[config.mk]
export PLATFORM = sky130hd
export DESIGN_NAME = sram_bridge_top
export DESIGN_NICKNAME = d
export VERILOG_FILES = /design/src/logic/mips_pkg.sv /design/src/logic/bus_pkg.sv /design/src/logic/cpu_port_slave.sv /design/src/logic/mem_bus_master.sv /design/src/logic/seg_map_arbiter.sv /design/src/logic/sram_bridge_top.sv
export SDC_FILE = /design/constraint.sdc
export NUM_CORES = 1
export LEC_CHECK = 0
export BUFFER_PORTS_ARGS = -buffer_cell sky130_fd_sc_hd__buf_4
export CORE_MARGIN = 2
export CORE_UTILIZATION = 53
export CTS_CLUSTER_SIZE = 20
export DETAILED_ROUTE_END_ITERATION = 8
export HOLD_SLACK_MARGIN = 0.08
export PLACE_DENSITY_LB_ADDON = 0.12
export SETUP_SLACK_MARGIN = 0.1
export SYNTH_ARGS = -nofsm -noshare
export SYNTH_HDL_FRONTEND = slang
export SYNTH_SLANG_ARGS = --single-unit
[constraint.sdc]
create_clock -name clk -period 3.2 [get_ports clk]
set_input_delay 0.32 -clock clk [delete_from_list [all_inputs] [get_ports clk]]
set_output_delay 0.32 -clock clk [all_outputs]
set_load 0.02 [all_outputs]
[src/logic/mips_pkg.sv]
package mips_pkg;

    // plain cpu word, also used for addresses
    typedef logic [31:0] word_t;

    // access size as driven by the core on inst_size / data_size
    typedef logic [1:0] size_t;

    localparam size_t SIZE_BYTE = 2'd0;
    localparam size_t SIZE_HALF = 2'd1;
    localparam size_t SIZE_WORD = 2'd2;

    // virtual address split into segment bits and the low offset
    typedef struct packed {
        logic [2:0]  seg;   // va[31:29]
        logic [28:0] off;   // va[28:0]
    } seg_addr_t;

    // the same address word read plainly or as segment plus offset
    typedef union packed {
        word_t     raw;
        seg_addr_t seg;
    } vaddr_u;

    // va[31:30] == 2'b10 covers kseg0 and kseg1 (top nibble 8..b)
    localparam logic [1:0] KSEG_MAPPED_HI = 2'b10;

    // segment bits after unmapped translation
    localparam logic [2:0] SEG_CLEAR = 3'b000;

endpackage

[src/logic/bus_pkg.sv]
package bus_pkg;

    import mips_pkg::*;

    // one request as held by a port slot
    typedef struct packed {
        logic   wr;
        size_t  size;
        vaddr_u addr;
        word_t  wdata;
    } cpu_req_t;

    // which cpu port owns a request
    typedef enum logic {
        PORT_INST = 1'b0,
        PORT_DATA = 1'b1
    } port_sel_t;

    // what the master presents on the memory bus while mem_req is high
    typedef struct packed {
        logic       wr;
        logic [3:0] be;
        word_t      addr;   // physical
        word_t      wdata;
    } mem_txn_t;

    // arbiter to master, valid is a one-cycle pulse
    typedef struct packed {
        logic      valid;
        port_sel_t port;
        cpu_req_t  req;    // address already mapped
    } grant_t;

    // byte lane patterns, shifted by the low address bits
    localparam logic [3:0] BE_BYTE0 = 4'b0001;
    localparam logic [3:0] BE_HALF0 = 4'b0011;
    localparam logic [3:0] BE_ALL   = 4'b1111;

endpackage

[src/logic/cpu_port_slave.sv]
`timescale 1ns/1ns

module cpu_port_slave
    import mips_pkg::*, bus_pkg::*;
(
    input  logic     clk,
    input  logic     rst,

    // sram-like side
    input  logic     req,
    input  logic     wr,
    input  size_t    size,
    input  word_t    addr,
    input  word_t    wdata,
    output logic     addr_ok,
    output logic     data_ok,
    output word_t    rdata,

    // arbiter side
    output logic     pend,
    output cpu_req_t held,
    input  logic     taken,
    input  logic     done,
    input  word_t    done_rdata
);

    typedef enum logic [1:0] {
        SLOT_EMPTY  = 2'd0,
        SLOT_PEND   = 2'd1,
        SLOT_FLIGHT = 2'd2
    } slot_state_t;

    slot_state_t state;
    slot_state_t state_nxt;
    logic        accept;
    logic        finish;

    assign addr_ok = (state == SLOT_EMPTY);
    assign pend    = (state == SLOT_PEND);
    assign accept  = req & addr_ok;
    assign finish  = done & (state == SLOT_FLIGHT);

    always_comb begin
        state_nxt = state;
        case (state)
            SLOT_EMPTY: begin
                if (accept) begin
                    state_nxt = SLOT_PEND;
                end
            end
            SLOT_PEND: begin
                if (taken) begin
                    state_nxt = SLOT_FLIGHT;   // arbiter has copied the request
                end
            end
            SLOT_FLIGHT: begin
                if (done) begin
                    state_nxt = SLOT_EMPTY;    // free again in the data_ok cycle
                end
            end
            default: begin
                state_nxt = SLOT_EMPTY;
            end
        endcase
    end

    always_ff @(posedge clk) begin
        if (rst) begin
            state   <= SLOT_EMPTY;
            data_ok <= 1'b0;
        end else begin
            state   <= state_nxt;
            data_ok <= finish;
        end
    end

    // request fields, only loaded on acceptance
    always_ff @(posedge clk) begin
        if (accept) begin
            held.wr       <= wr;
            held.size     <= size;
            held.addr.raw <= addr;
            held.wdata    <= wdata;
        end
    end

    // read data for the data_ok cycle, zero on writes
    always_ff @(posedge clk) begin
        if (finish) begin
            rdata <= held.wr ? '0 : done_rdata;
        end
    end

endmodule

[src/logic/mem_bus_master.sv]
`timescale 1ns/1ns

module mem_bus_master
    import mips_pkg::*, bus_pkg::*;
(
    input  logic     clk,
    input  logic     rst,

    input  grant_t   grant,
    output logic     busy,
    output logic     done,
    output word_t    done_rdata,

    output logic     mem_req,
    output mem_txn_t mem_txn,
    input  logic     mem_ack,
    input  word_t    mem_rdata
);

    typedef enum logic [1:0] {
        M_IDLE     = 2'd0,
        M_REQ      = 2'd1,   // mem_req high, waiting for ack
        M_DONE     = 2'd2,   // req dropped, done pulse
        M_ACK_LOW  = 2'd3    // memory still holding ack
    } master_state_t;

    master_state_t state;
    master_state_t state_nxt;
    logic [3:0]    be;
    logic          start;

    assign start = (state == M_IDLE) & grant.valid;

    // lanes from size and the low address bits, accesses are aligned
    always_comb begin
        case (grant.req.size)
            SIZE_BYTE: be = BE_BYTE0 << grant.req.addr.raw[1:0];
            SIZE_HALF: be = grant.req.addr.raw[1] ? (BE_HALF0 << 2) : BE_HALF0;
            SIZE_WORD: be = BE_ALL;
            default:   be = BE_ALL;
        endcase
    end

    always_comb begin
        state_nxt = state;
        case (state)
            M_IDLE: begin
                if (grant.valid) begin
                    state_nxt = M_REQ;
                end
            end
            M_REQ: begin
                if (mem_ack) begin
                    state_nxt = M_DONE;
                end
            end
            M_DONE: begin
                state_nxt = mem_ack ? M_ACK_LOW : M_IDLE;
            end
            M_ACK_LOW: begin
                if (!mem_ack) begin
                    state_nxt = M_IDLE;
                end
            end
            default: begin
                state_nxt = M_IDLE;
            end
        endcase
    end

    always_ff @(posedge clk) begin
        if (rst) begin
            state <= M_IDLE;
        end else begin
            state <= state_nxt;
        end
    end

    // transaction is frozen from grant until the next one
    always_ff @(posedge clk) begin
        if (start) begin
            mem_txn.wr    <= grant.req.wr;
            mem_txn.be    <= be;
            mem_txn.addr  <= grant.req.addr.raw;
            mem_txn.wdata <= grant.req.wdata;   // lanes already placed by the core
        end
    end

    always_ff @(posedge clk) begin
        if ((state == M_REQ) && mem_ack) begin
            done_rdata <= mem_rdata;
        end
    end

    assign mem_req = (state == M_REQ);
    assign done    = (state == M_DONE);
    assign busy    = (state != M_IDLE);

endmodule

[src/logic/seg_map_arbiter.sv]
`timescale 1ns/1ns

module seg_map_arbiter
    import mips_pkg::*, bus_pkg::*;
(
    input  logic     clk,
    input  logic     rst,

    input  logic     inst_pend,
    input  logic     data_pend,
    input  cpu_req_t inst_held,
    input  cpu_req_t data_held,
    output logic     inst_taken,
    output logic     data_taken,
    output logic     inst_done,
    output logic     data_done,

    output grant_t   grant,
    input  logic     master_busy,
    input  logic     master_done
);

    logic      issue;
    port_sel_t sel;
    cpu_req_t  chosen;
    cpu_req_t  mapped;

    // a grant pulse already on the wire counts as busy
    assign issue = (inst_pend | data_pend) & ~master_busy & ~grant.valid;

    // data port first
    assign sel    = data_pend ? PORT_DATA : PORT_INST;
    assign chosen = (sel == PORT_DATA) ? data_held : inst_held;

    assign data_taken = issue & (sel == PORT_DATA);
    assign inst_taken = issue & (sel == PORT_INST);

    // kseg0/kseg1 drop va[31:29], all other segments pass through
    always_comb begin
        mapped = chosen;
        if (chosen.addr.seg.seg[2:1] == KSEG_MAPPED_HI) begin
            mapped.addr.seg.seg = SEG_CLEAR;
        end
    end

    always_ff @(posedge clk) begin
        if (rst) begin
            grant.valid <= 1'b0;
        end else begin
            grant.valid <= issue;
        end
    end

    // port and request stay put until the next issue,
    // so grant.port names the owner of the transaction in flight
    always_ff @(posedge clk) begin
        if (issue) begin
            grant.port <= sel;
            grant.req  <= mapped;
        end
    end

    assign data_done = master_done & (grant.port == PORT_DATA);
    assign inst_done = master_done & (grant.port == PORT_INST);

endmodule

[src/logic/sram_bridge_top.sv]
`timescale 1ns/1ns

module sram_bridge_top
    import mips_pkg::*, bus_pkg::*;
(
    input  logic     clk,
    input  logic     rst,

    // instruction port
    input  logic     inst_req,
    input  logic     inst_wr,
    input  size_t    inst_size,
    input  word_t    inst_addr,
    input  word_t    inst_wdata,
    output logic     inst_addr_ok,
    output logic     inst_data_ok,
    output word_t    inst_rdata,

    // data port
    input  logic     data_req,
    input  logic     data_wr,
    input  size_t    data_size,
    input  word_t    data_addr,
    input  word_t    data_wdata,
    output logic     data_addr_ok,
    output logic     data_data_ok,
    output word_t    data_rdata,

    // shared memory bus
    output logic     mem_req,
    output mem_txn_t mem_txn,
    input  logic     mem_ack,
    input  word_t    mem_rdata
);

    logic     inst_pend, data_pend;
    cpu_req_t inst_held, data_held;
    logic     inst_taken, data_taken;
    logic     inst_done, data_done;
    grant_t   grant;
    logic     master_busy;
    logic     master_done;
    word_t    master_rdata;

    cpu_port_slave inst_port_i (
        .clk, .rst,
        .req(inst_req), .wr(inst_wr), .size(inst_size), .addr(inst_addr),
        .wdata(inst_wdata), .addr_ok(inst_addr_ok), .data_ok(inst_data_ok),
        .rdata(inst_rdata),
        .pend(inst_pend), .held(inst_held), .taken(inst_taken),
        .done(inst_done), .done_rdata(master_rdata)
    );

    cpu_port_slave data_port_i (
        .clk, .rst,
        .req(data_req), .wr(data_wr), .size(data_size), .addr(data_addr),
        .wdata(data_wdata), .addr_ok(data_addr_ok), .data_ok(data_data_ok),
        .rdata(data_rdata),
        .pend(data_pend), .held(data_held), .taken(data_taken),
        .done(data_done), .done_rdata(master_rdata)
    );

    seg_map_arbiter arbiter_i (
        .clk, .rst,
        .inst_pend, .data_pend, .inst_held, .data_held,
        .inst_taken, .data_taken, .inst_done, .data_done,
        .grant, .master_busy, .master_done
    );

    mem_bus_master master_i (
        .clk, .rst,
        .grant, .busy(master_busy), .done(master_done), .done_rdata(master_rdata),
        .mem_req, .mem_txn, .mem_ack, .mem_rdata
    );

endmodule

==> results.sh <==
export IMPL_hold_slack_ns=0.1201
export IMPL_worst_setup_path_start_kind="register"
export IMPL_syn_avg_cell_area_um2=18.01
export IMPL_status="completed"
export IMPL_timing_fmax_mhz=483.2
export IMPL_vias_per_cell=4.838
export IMPL_synth_top_family_by_area="simple AND/OR/NAND/NOR gates"
export IMPL_final_cell_mix="edfxtp_1 (367), buf_4 (311), nand2_1 (196)"
export IMPL_rows=56
export IMPL_layout_drive_gt1_share=0.2968
export IMPL_coreArea_um2=23540
export IMPL_hold_path_class="input pin to register"
export IMPL_worstPathMaxFanout=21
export IMPL_tightest_slew_ns=1.202
export IMPL_reg2reg_from="master_i.state[1]$_SDFFE_PP0P_"
export IMPL_r2r_cells=3
export IMPL_crit_chain="or3b_1 -> nor3b_4 -> buf_12"
export IMPL_n_fill_cell=1316
export IMPL_grt_pass1_wl_mm=44.08
export IMPL_vias=7518
export IMPL_grt_usage=0.2279
export IMPL_crit_required_ns=3.41
export IMPL_start_util=0.5416
export IMPL_io_pins=309
export IMPL_cts_sinks=376
export IMPL_setup_viol_count_final=0
export IMPL_routedWlPerCell_um=18.61
export IMPL_dieWidth_um=159.1
export IMPL_relSlewSlack=0.1987
export IMPL_fin_setup_tns_ns=0
export IMPL_grt_max_degree=70
export IMPL_nets=1377
export IMPL_end_kind="register"
export IMPL_die_area_um2=25310
export IMPL_ys_async_sr_fraction=0
export IMPL_power_density_nw_per_um2=654.9
export IMPL_synthXorXnorAreaFrac=0
export IMPL_cpMaxStageDelayCell="nor3b_4"
export IMPL_arrival_ns=2.28
export IMPL_fin_util=0.7753
export IMPL_final_common_cell="edfxtp_1"
export IMPL_slew_viol_final=0
export IMPL_antenna_found_initial=2
export IMPL_synth_warning_count=0
export IMPL_finalWorstPathRequiredPeriod_ns=2.070
export IMPL_p_total_uw=11950
export IMPL_synthesis_nets=879
export IMPL_grt_pass1_vias=7934
export IMPL_crit_path_max_incr_delay_ns=0.66
export IMPL_die_y_um=159.1
export IMPL_hpwl_mm=15.81
export IMPL_ctsResizeCount=0
export IMPL_p_leak_uw=0.007099
export IMPL_netlist_area_um2=12750
export IMPL_synth_edff_count=367
export IMPL_drtPass1Iterations=5
export IMPL_cts_tree="yes"
export IMPL_cts_buffer_depth=3
export IMPL_place_gp_congestion=0.7711
export IMPL_antenna_left=0
export IMPL_synth_distinct_cells=28
export IMPL_drc=0
export IMPL_drtIter0Drc=470
export IMPL_vdd_ir_drop_worst_mv=0.5158
export IMPL_finalClockSkew_ns=0.01251
export IMPL_muxShareOfSynthArea=0
export IMPL_ys_seq_area_frac=0.8785
export IMPL_rsz0062_at_grt="false"
export IMPL_fin_crit_sh=0.6468
export IMPL_finalHoldViolations=0
export IMPL_syn_to_final_growth_pct=43.16
export IMPL_numPortBuffers=308
export IMPL_reg2reg_to="inst_port_i.rdata[24]$_SDFFCE_PP0P_"
export IMPL_synth_ff_type="edfxtp_1"
export IMPL_htree_num_levels=2
export IMPL_min_from="mem_ack"
export IMPL_synth_compound_area_frac=0.007164
export IMPL_clk_pin_slew_worst_paths_ns=0.06
export IMPL_cts_root_buffer="clkbuf_16"
export IMPL_drt_wl_total_mm=28.93
export IMPL_grt_overflow_total=0
export IMPL_cap_violations=0
export IMPL_holdPathStages=2
export IMPL_syn_inst=708
export IMPL_r2r_slack_ns=1.13
export IMPL_synth_seq_cells=376
export IMPL_synthAdderAreaFrac=0
export IMPL_synth_simple_area_share=0.1053
export IMPL_cts_buffers_inserted=37
export IMPL_holdPathEnd="master_i.state[1]$_SDFFE_PP0P_"
export IMPL_clkLatencyLatePin_ns=0.51
export IMPL_setup_worst_path_class="register to register"
timing repair:
item | CTS | global route
hold buffers | 167 | 0
endpoints found under the hold margin | 172 | 0
buffers inserted | 0 | 0
stage by stage:
| step | cells | worst slack, ns | cell area (µm²) |
|---|---|---|---|
| 4_1_cts | 1552 | 1.101 | 18250 |
| 6_report | 1554 | 1.130 | 18250 |
| 2_1_floorplan | 708 | 0.4585 | 12750 |
| 5_1_grt | 1554 | 1.040 | 18250 |
| 3_5_place_dp | 1319 | 1.116 | 15460 |
| 3_3_place_gp | 1319 | 1.152 | 15460 |
per-layer routing:
metal	wire length, µm	vias up	share of wire	track usage
li1	-	3543	-	-
met1	10790	3576	0.37	0.2649
met2	14800	341	0.51	0.4014
met3	2471	58	0.085	0.06955
met4	857	0	0.030	0.08388
met5	0	-	0	0
power breakdown:
group	internal (µW)	switching [µW]	total (µW)
registers	6250	201	6450
logic	592	905	1500
clock network	2300	1700	4000
total	9140	2810	12000
state kept, by name, summed over array words and instances (netlist names):
| name | cells |
|---|---|
| arbiter_i.grant | 69 |
| data_port_i.data_ok | 1 |
| data_port_i.held | 67 |
| data_port_i.rdata | 32 |
| data_port_i.state | 2 |
| inst_port_i.data_ok | 1 |
| inst_port_i.held | 67 |
| inst_port_i.rdata | 32 |
| inst_port_i.state | 2 |
| master_i.done_rdata | 32 |
| master_i.mem_txn | 69 |
| master_i.state | 2 |
how the worst max path moves through the flow:
stage,start,to,slack (ns),depth (start not counted)
floorplan,data_port_i.state[0]$_SDFFE_PP0P_,data_port_i.held[0]$_DFFE_PP_,0.46,2
global placement,master_i.state[1]$_SDFFE_PP0P_,inst_port_i.rdata[4]$_SDFFCE_PP0P_,1.15,3
detailed placement,master_i.state[1]$_SDFFE_PP0P_,inst_port_i.rdata[11]$_SDFFCE_PP0P_,1.12,3
CTS,master_i.state[1]$_SDFFE_PP0P_,inst_port_i.rdata[24]$_SDFFCE_PP0P_,1.10,3
global route,master_i.state[1]$_SDFFE_PP0P_,inst_port_i.rdata[29]$_SDFFCE_PP0P_,1.04,3
finish,master_i.state[1]$_SDFFE_PP0P_,inst_port_i.rdata[24]$_SDFFCE_PP0P_,1.13,3
worst max-delay path: cells and delay by family (launching register included):
family	cells	cell delay [ns]
buffers and inverters	1	0.25
AND/OR/NAND/NOR	2	1.09
flip-flops	1	0.42
cells in the mapped netlist (all sizes together) (3+ instances only):
cell type,instances,area share
edfxtp,367,0.86
nand2,196,0.058
nand3,3,0.0012
o21ai,4,0.0016
clkbuf,13,0.0038
nor2b,72,0.035
nor2,6,0.0018
o21bai,4,0.0024
dfxtp,9,0.014
nor3,3,0.0016
buf,9,0.0043
inv,3,0.00088
and2,4,0.0020
cells by family (layout without fill, tap and decap cells):
family	Yosys count	count (layout)
DFF	376	376
and+or+nand+nor	293	293
buffers and inverters	25	550
other	0	2
AOI/OAI and AO/OA	14	14
cell type report:
class                           count  area, µm²  share of cell area
Sequential cell                   376      11200              0.6137
Clock inverter                     18      102.6            0.005621
Clock buffer                       48       1010             0.05532
Antenna cell                        2      5.005           0.0002742
Multi-Input combinational cell    307       1458             0.07986
Inverter                            3      11.26           0.0006169
Timing Repair Buffer              481       4066              0.2228
Tap cell                          319      399.1             0.02187
Note: power is estimated with default switching activity, not from simulation.
